--- src/rtl/msx_cart_pkg.sv ---
package msx_cart_pkg;

    // Type code the slot logic gives to an FM-PAC cartridge
    localparam logic [2:0] MAPPER_FMPAC = 3'd3;

    // Only CPU page 1 (4000h-7FFFh) is backed by cartridge ROM
    localparam logic [1:0] MAPPED_PAGE = 2'd1;

    // Register offsets inside the 16 KB window, page bits ignored
    localparam logic [13:0] OFS_MAGIC_LO  = 14'h1FFE;
    localparam logic [13:0] OFS_MAGIC_HI  = 14'h1FFF;
    localparam logic [13:0] OFS_OPLL_ADDR = 14'h3FF4;
    localparam logic [13:0] OFS_OPLL_DATA = 14'h3FF5;
    localparam logic [13:0] OFS_ENABLE    = 14'h3FF6;
    localparam logic [13:0] OFS_BANK      = 14'h3FF7;

    // Two-byte key that opens the battery SRAM
    localparam logic [15:0] SRAM_MAGIC  = 16'h694D;
    // Only bit 0 (sound on) and bit 4 (SRAM lock) exist in the enable register
    localparam logic [7:0]  ENABLE_MASK = 8'h11;
    // Physical address driven when the cartridge is not addressed
    localparam logic [26:0] ADDR_IDLE   = {27{1'b1}};
    // Cartridge instances tracked, indexed by block id
    localparam int          NUM_INST    = 2;

    // CPU address, seen flat or split into 16 KB page and offset
    typedef union packed {
        logic [15:0] raw;
        struct packed {
            logic [1:0]  page;
            logic [13:0] offset;
        } fields;
    } cpu_addr_u;

    typedef struct packed {
        logic       req;
        logic       mreq;
        logic       rd;
        logic       wr;
        cpu_addr_u  addr;
        logic [7:0] data;
    } cpu_req_t;

    typedef struct packed {
        logic [2:0] typ;
        logic       id;
    } block_info_t;

    typedef struct packed {
        logic        sram_cs;
        logic        ram_cs;
        logic        rnw;
        logic [26:0] addr;
        logic [7:0]  data;
    } map_out_t;

    typedef struct packed {
        logic       we;
        logic       en;
        logic [7:0] reg_addr;
        logic [7:0] data;
    } opll_wr_t;

    // State of the addressed instance, as the decoder sees it
    typedef struct packed {
        logic [7:0]  enable;
        logic [1:0]  bank;
        logic [15:0] magic;
    } fmpac_state_t;

    // Qualified register write: strobe, memory cycle, write, and our mapper type
    function automatic logic fmpac_wr(cpu_req_t r, block_info_t b);
        return r.req && r.mreq && r.wr && (b.typ == MAPPER_FMPAC);
    endfunction

endpackage
--- src/rtl/fmpac_cart_top.sv ---
module fmpac_cart_top (
    input  logic                      cpu_bus,
    input  logic                      arst_n,
    input  msx_cart_pkg::cpu_req_t    req,
    input  msx_cart_pkg::block_info_t blk,
    output msx_cart_pkg::map_out_t    mem,
    output msx_cart_pkg::opll_wr_t    opll
);

    // State of the instance picked by blk.id
    msx_cart_pkg::fmpac_state_t cur;

    // Sound enable from the decoder, strobe side from the OPLL port
    logic       opll_en;
    logic       opll_we;
    logic [7:0] opll_reg;
    logic [7:0] opll_data;

    // Enable, bank and key registers
    fmpac_regs i_regs (
        .cpu_bus (cpu_bus),
        .arst_n  (arst_n),
        .req     (req),
        .blk     (blk),
        .cur     (cur)
    );

    // Chip selects, physical address and read-back
    fmpac_decode i_decode (
        .req     (req),
        .blk     (blk),
        .cur     (cur),
        .mem     (mem),
        .opll_en (opll_en)
    );

    // Registered write strobe toward the FM chip
    opll_write_port i_opll (
        .cpu_bus  (cpu_bus),
        .arst_n   (arst_n),
        .req      (req),
        .blk      (blk),
        .we       (opll_we),
        .reg_addr (opll_reg),
        .data     (opll_data)
    );

    // Enable is combinational, the strobe fields are registered
    assign opll = '{
        we:       opll_we,
        en:       opll_en,
        reg_addr: opll_reg,
        data:     opll_data
    };

endmodule

--- src/rtl/opll_write_port.sv ---
module opll_write_port (
    input  logic                      cpu_bus,
    input  logic                      arst_n,
    input  msx_cart_pkg::cpu_req_t    req,
    input  msx_cart_pkg::block_info_t blk,
    output logic                      we,
    output logic [7:0]                reg_addr,
    output logic [7:0]                data
);

    logic wr_hit;
    logic addr_wr;
    logic data_wr;

    assign wr_hit  = msx_cart_pkg::fmpac_wr(req, blk);
    // Register number select
    assign addr_wr = wr_hit && (req.addr.fields.offset == msx_cart_pkg::OFS_OPLL_ADDR);
    // Data write, fires the chip strobe
    assign data_wr = wr_hit && (req.addr.fields.offset == msx_cart_pkg::OFS_OPLL_DATA);

    always_ff @(posedge cpu_bus or negedge arst_n) begin
        if (!arst_n) begin
            we       <= 1'b0;
            reg_addr <= 8'h00;
            data     <= 8'h00;
        end else begin
            // Strobe lasts one cycle per data write
            we <= data_wr;
            // Register number persists across any number of data writes
            if (addr_wr) begin
                reg_addr <= req.data;
            end
            // Data held until the next data write
            if (data_wr) begin
                data <= req.data;
            end
        end
    end

    // Back-to-back strobes only come from back-to-back data writes
    a_we_pulse: assert property (
        @(posedge cpu_bus) disable iff (!arst_n)
        (we && $past(we)) |-> ($past(data_wr) && $past(data_wr, 2))
    );

endmodule

--- src/rtl/fmpac_decode.sv ---
module fmpac_decode (
    input  msx_cart_pkg::cpu_req_t     req,
    input  msx_cart_pkg::block_info_t  blk,
    input  msx_cart_pkg::fmpac_state_t cur,
    output msx_cart_pkg::map_out_t     mem,
    output logic                       opll_en
);

    logic        is_fmpac;
    logic        sel;
    logic        unlocked;
    logic        sram_hit;
    logic        rom_hit;
    logic [13:0] ofs;
    logic [26:0] sram_addr;
    logic [26:0] rom_addr;
    logic [7:0]  rd_data;

    assign ofs      = req.addr.fields.offset;
    assign is_fmpac = (blk.typ == msx_cart_pkg::MAPPER_FMPAC);
    // Any memory cycle into this slot
    assign sel      = is_fmpac && req.mreq;
    // Correct key opens the 8 KB battery SRAM
    assign unlocked = (cur.magic == msx_cart_pkg::SRAM_MAGIC);

    // SRAM overlays the offsets below the magic registers, on any page
    assign sram_hit = sel && unlocked && (ofs < msx_cart_pkg::OFS_MAGIC_LO)
                      && (req.rd || req.wr);
    // ROM is read-only and only on page 1, SRAM takes priority
    assign rom_hit  = sel && !sram_hit && req.rd
                      && (req.addr.fields.page == msx_cart_pkg::MAPPED_PAGE);

    // 8 KB SRAM uses 13 offset bits
    assign sram_addr = {14'b0, ofs[12:0]};
    // Bank selects the 16 KB slice of the 64 KB ROM
    assign rom_addr  = {11'b0, cur.bank, ofs};

    // Register read-back, FF when nothing answers
    always_comb begin
        rd_data = 8'hFF;
        if (is_fmpac) begin
            case (ofs)
                msx_cart_pkg::OFS_ENABLE: rd_data = cur.enable;
                msx_cart_pkg::OFS_BANK:   rd_data = {6'b0, cur.bank};
                // Key bytes are only visible once they open SRAM
                msx_cart_pkg::OFS_MAGIC_LO: begin
                    if (unlocked) begin
                        rd_data = cur.magic[7:0];
                    end
                end
                msx_cart_pkg::OFS_MAGIC_HI: begin
                    if (unlocked) begin
                        rd_data = cur.magic[15:8];
                    end
                end
                default: ;
            endcase
        end
    end

    assign mem.sram_cs = sram_hit;
    assign mem.ram_cs  = rom_hit;
    // Only SRAM can be written
    assign mem.rnw     = !(sram_hit && req.wr);
    assign mem.addr    = !sel     ? msx_cart_pkg::ADDR_IDLE :
                         sram_hit ? sram_addr : rom_addr;
    assign mem.data    = rd_data;

    // Sound on only while this cartridge is addressed
    assign opll_en = sel && cur.enable[0];

    // One memory chip at a time
    always_comb begin
        a_cs_excl: assert final (!(mem.sram_cs && mem.ram_cs));
    end

endmodule

--- src/rtl/fmpac_regs.sv ---
module fmpac_regs (
    input  logic                       cpu_bus,
    input  logic                       arst_n,
    input  msx_cart_pkg::cpu_req_t     req,
    input  msx_cart_pkg::block_info_t  blk,
    output msx_cart_pkg::fmpac_state_t cur
);

    // Per-instance copies, selected by blk.id
    logic [7:0]  enable [msx_cart_pkg::NUM_INST];
    logic [1:0]  bank   [msx_cart_pkg::NUM_INST];
    logic [15:0] magic  [msx_cart_pkg::NUM_INST];

    logic        wr_hit;
    logic [13:0] ofs;
    logic        locked;

    // Page bits play no part in register decoding
    assign ofs    = req.addr.fields.offset;
    assign wr_hit = msx_cart_pkg::fmpac_wr(req, blk);
    // Bit 4 of enable freezes the magic bytes
    assign locked = enable[blk.id][4];

    always_ff @(posedge cpu_bus or negedge arst_n) begin
        if (!arst_n) begin
            for (int i = 0; i < msx_cart_pkg::NUM_INST; i++) begin
                enable[i] <= 8'h00;
                bank[i]   <= 2'b00;
                magic[i]  <= 16'h0000;
            end
        end else if (wr_hit) begin
            case (ofs)
                msx_cart_pkg::OFS_MAGIC_LO: begin
                    // Ignored while the lock bit is set
                    if (!locked) begin
                        magic[blk.id][7:0] <= req.data;
                    end
                end
                msx_cart_pkg::OFS_MAGIC_HI: begin
                    if (!locked) begin
                        magic[blk.id][15:8] <= req.data;
                    end
                end
                msx_cart_pkg::OFS_ENABLE: begin
                    // Unused bits never stored
                    enable[blk.id] <= req.data & msx_cart_pkg::ENABLE_MASK;
                    // Setting the lock also wipes the key, so SRAM closes at once
                    if (req.data[4]) begin
                        magic[blk.id] <= 16'h0000;
                    end
                end
                msx_cart_pkg::OFS_BANK: begin
                    // Four 16 KB banks, upper data bits dropped
                    bank[blk.id] <= req.data[1:0];
                end
                // OPLL offsets are handled by the sound port
                default: ;
            endcase
        end
    end

    // Present the addressed instance to the decoder
    assign cur.enable = enable[blk.id];
    assign cur.bank   = bank[blk.id];
    assign cur.magic  = magic[blk.id];

    for (genvar g = 0; g < msx_cart_pkg::NUM_INST; g++) begin : g_chk
        // No stray enable bits in either instance
        a_enable_masked: assert property (
            @(posedge cpu_bus) disable iff (!arst_n)
            (enable[g] & ~msx_cart_pkg::ENABLE_MASK) == 8'h00
        );
    end

endmodule

--- config.mk ---
export PLATFORM = sky130hd
export DESIGN_NAME = fmpac_cart_top
export DESIGN_NICKNAME = d
export VERILOG_FILES = /design/src/rtl/msx_cart_pkg.sv /design/src/rtl/fmpac_cart_top.sv /design/src/rtl/opll_write_port.sv /design/src/rtl/fmpac_decode.sv /design/src/rtl/fmpac_regs.sv
export SDC_FILE = /design/constraint.sdc
export NUM_CORES = 1
export LEC_CHECK = 0
export ABC_CLOCK_PERIOD_IN_PS = 3240
export BUFFER_PORTS_ARGS = -buffer_cell sky130_fd_sc_hd__buf_2
export CORE_MARGIN = 3
export CORE_UTILIZATION = 28
export DETAILED_ROUTE_END_ITERATION = 16
export GPL_ROUTABILITY_DRIVEN = 0
export PLACE_DENSITY = 0.44
export RECOVER_POWER = 100
export SLEW_MARGIN = 20
export SYNTH_ARGS = -nofsm -noshare
export SYNTH_HDL_FRONTEND = slang
export SYNTH_SLANG_ARGS = --single-unit
--- constraint.sdc ---
create_clock -name cpu_bus -period 3.24 [get_ports cpu_bus]
set_clock_uncertainty 0.1 [all_clocks]
set_input_delay 0.324 -clock cpu_bus [delete_from_list [all_inputs] [get_ports cpu_bus]]
set_output_delay 0.324 -clock cpu_bus [all_outputs]
set_load 0.01 [all_outputs]
==> results.yml <==
critical_path:
  slowest_stage: "nor3_2"
  required_ns: 2.82
  cp-startpoint: "i_regs.magic[1]"
  crit_arrival_ns: 2.23
  end_kind: "output port"
  crit_type: "flop to output port"
  path_cells: "nor4bb_1 -> a22oi_1 -> nor3_2 -> a31oi_1 -> clkbuf_1"
  r2r-start: "i_regs.enable[4]"
  crit_path_max_fanout: 9
  critPathLaunchType: "flop"
  cpPeakStageDelay_ns: 0.51
pwr:
  leakagePower_nw: 1.64
  total_power_mw: 1.48
  powerDensity_mw_per_mm2: 404
  peakVddDrop_v: 0.000249
floorplan:
  dieArea_mm2: 0.0125
  die_height_um: 112
  io_pins: 90
  die_w_um: 112
  core_area_mm2: 0.0106
  start_util: 0.295
  rows: 37
drt:
  vias: 2378
  remaining_drc_errors: 0
  drtIter0Drc: 92
  firstDrtPassIters: 4
  route.detailed.wl_per_inst_um: 18.1
  viasPerCell: 4.97
  wl_mm: 8.64
  ant_nets: 0
cts:
  clk_pin_slew_ns: 0.07
  post-cts-setup-buffers: 0
  h-tree-depth: 3
  cts_buffers: 9
  cts_sinks: 57
  tritoncts: "yes"
  clock_path_buffers: 2
  clk_latency_ns: 0.33
  cts-root-buf: "clkbuf_8"
yosys:
  yosys.area.top_type: "dfrtp_1"
  synth_ff_type: "dfrtp_1"
  syn_area_per_cell_um2: 11.9
  ys_ff_latch: 57
  synth_commonest_cells: "dfrtp_1, mux2_2, a22o_1"
  synth_cell_type_count: 55
  yosysTopAreaCellShare: 0.457
  synth_enable_flop_cells: 0
  yosys.cell_count.top_type: "dfrtp_1"
  ys_seq_area_frac: 0.457
  async_flop_share: 1.00
  syn_inst: 263
  syn-cell-area_mm2: 0.00312
  yosysWarnings: 0
  yosys-top-cells-area: "dfrtp_1, mux2_2, a22o_1"
  syn_nets: 297
final_layout:
  area_growth_pct: 16.9
  drive_gt1_frac: 0.246
  final_nets: 372
  n_antenna_cell: 0
  final_util: 0.345
timing:
  fmaxAchievable_mhz: 376
  setup_viol: 0
  tns_ns: 0
  period_share: 0.820
  hold_viol_final: 0
  rsz0062_at_grt: "false"
  worst_pin_slew_ns: 1.23
  finalMaxSlewViolations: 0
  fin_hold_ws_ns: 0.212
  slew_headroom: 0.180
  min_period_ns: 2.66
job:
  drv_cap: 0
global_route:
  grt_pass1_vias: 2550
  grt.overflow.total: 0
  grt.total_usage: 0.140
  grt_max_degree: 35
  antenna_found_initial: 0
  grt_pass1_wl_mm: 14.0
outcome:
  status: "completed"
hold_path:
  min_from: "req[3]"
  hold_class: "input pin to flop"
place:
  io_buffer_count: 89
  place_hpwl_mm: 6.30
-- cell usage in the layout, fill, tap and decap left out, types with 2 or more instances in the layout --
| master | n |
|---|---|
| and3b_1 | 3 |
| nor2_1 | 3 |
| nand2b_1 | 13 |
| mux2_2 | 26 |
| nand4b_1 | 2 |
| o21ai_0 | 6 |
| o211ai_1 | 2 |
| clkinv_2 | 2 |
| dfrtp_1 | 57 |
| mux2_1 | 8 |
| a22oi_1 | 4 |
| or3_1 | 2 |
| nand4_1 | 3 |
| nand3b_1 | 4 |
| or4_1 | 4 |
| and3_1 | 10 |
| nand2_1 | 6 |
| and2_1 | 2 |
| nand3_1 | 3 |
| buf_2 | 33 |
| nor4bb_1 | 5 |
| a22o_1 | 22 |
| clkbuf_1 | 58 |
| and4_1 | 2 |
| and4b_1 | 2 |
| nor4_1 | 4 |
| and2_0 | 2 |
| mux2i_1 | 5 |
| nor4b_1 | 3 |
| nor3_1 | 4 |
| clkbuf_8 | 11 |
| inv_1 | 6 |
-- where the power goes --
part,internal [mW],switching (mW)
Clock,0.390,0.270
Combinational,0.0329,0.0704
Sequential,0.712,0.0000130
Total,1.14,0.341
-- cell families after synthesis --
kind of cell,count (synthesis),share of synthesized area
and+or+nand+nor,89,0.216
AOI/OAI and AO/OA,41,0.105
buffers and inverters,35,0.0645
muxes,40,0.155
xor gates and xnor gates,1,0.00280
DFF,57,0.457
-- registers in the layout, indices dropped and copies added (netlist names) --
name / flops
i_opll.reg_addr: 8
i_regs.enable: 4
i_regs.magic: 32
i_opll.we: 1
i_regs.bank: 4
i_opll.data: 8
-- stage by stage --
stage | std cells | cell area, µm² | setup WS (ns)
global placement | 462 | 3580 | 0.604
floorplan | 263 | 3120 | 1.23
finish | 478 | 3650 | 0.582
CTS | 478 | 3790 | 0.617
global route | 478 | 3650 | 0.450
detailed placement | 462 | 3580 | 0.680
-- routing by layer --
| metal | part of all wire | wire length (µm) | track usage |
|---|---|---|---|
| met5 | 0 | 0 | 0 |
| met4 | 0.0065 | 56 | 0.0357 |
| met3 | 0.038 | 325 | 0.0375 |
| met2 | 0.47 | 4070 | 0.216 |
| met1 | 0.48 | 4190 | 0.196 |
-- layout make-up --
cell class | count | area [µm²]
fillers | 1097 | 6950
multi-input cells | 171 | 1440
clock buffers | 12 | 155
inverters | 6 | 22.5
repair buffers | 93 | 402
well taps | 136 | 170
clock inverters | 3 | 40.0
flip-flops and latches | 57 | 1430
-- worst paths after layout --
| kind | end | slack [ns] | depth (start not counted) |
|---|---|---|---|
| min in group asynchronous | i_opll.reg_addr[1] | 0.68 | 2 |
| max in group asynchronous | i_opll.data[7] | 0.88 | 3 |
| worst min register to register | i_opll.reg_addr[5] | 0.39 | 1 |
| worst max register to register | i_regs.magic[10] | 0.74 | 4 |
| worst max-delay path | mem[2] | 0.58 | 5 |
| worst min-delay path | i_regs.magic[19] | 0.21 | 2 |
-- critical path: cells and delay by family (launching register included) --
| family | cells | cell delay, ns |
|---|---|---|
| compound gates | 2 | 0.39 |
| flops | 1 | 0.38 |
| buf+inv | 1 | 0.17 |
| simple gates | 2 | 0.96 |
-- repair_timing --
| item | CTS | global route |
|---|---|---|
| hold endpoints to repair | 23 | 0 |
| setup endpoints to repair | 0 | 0 |
| gates resized for setup | 0 | 0 |
| hold buffers | 1 | 0 |
Power figures use the tool's default switching activity.
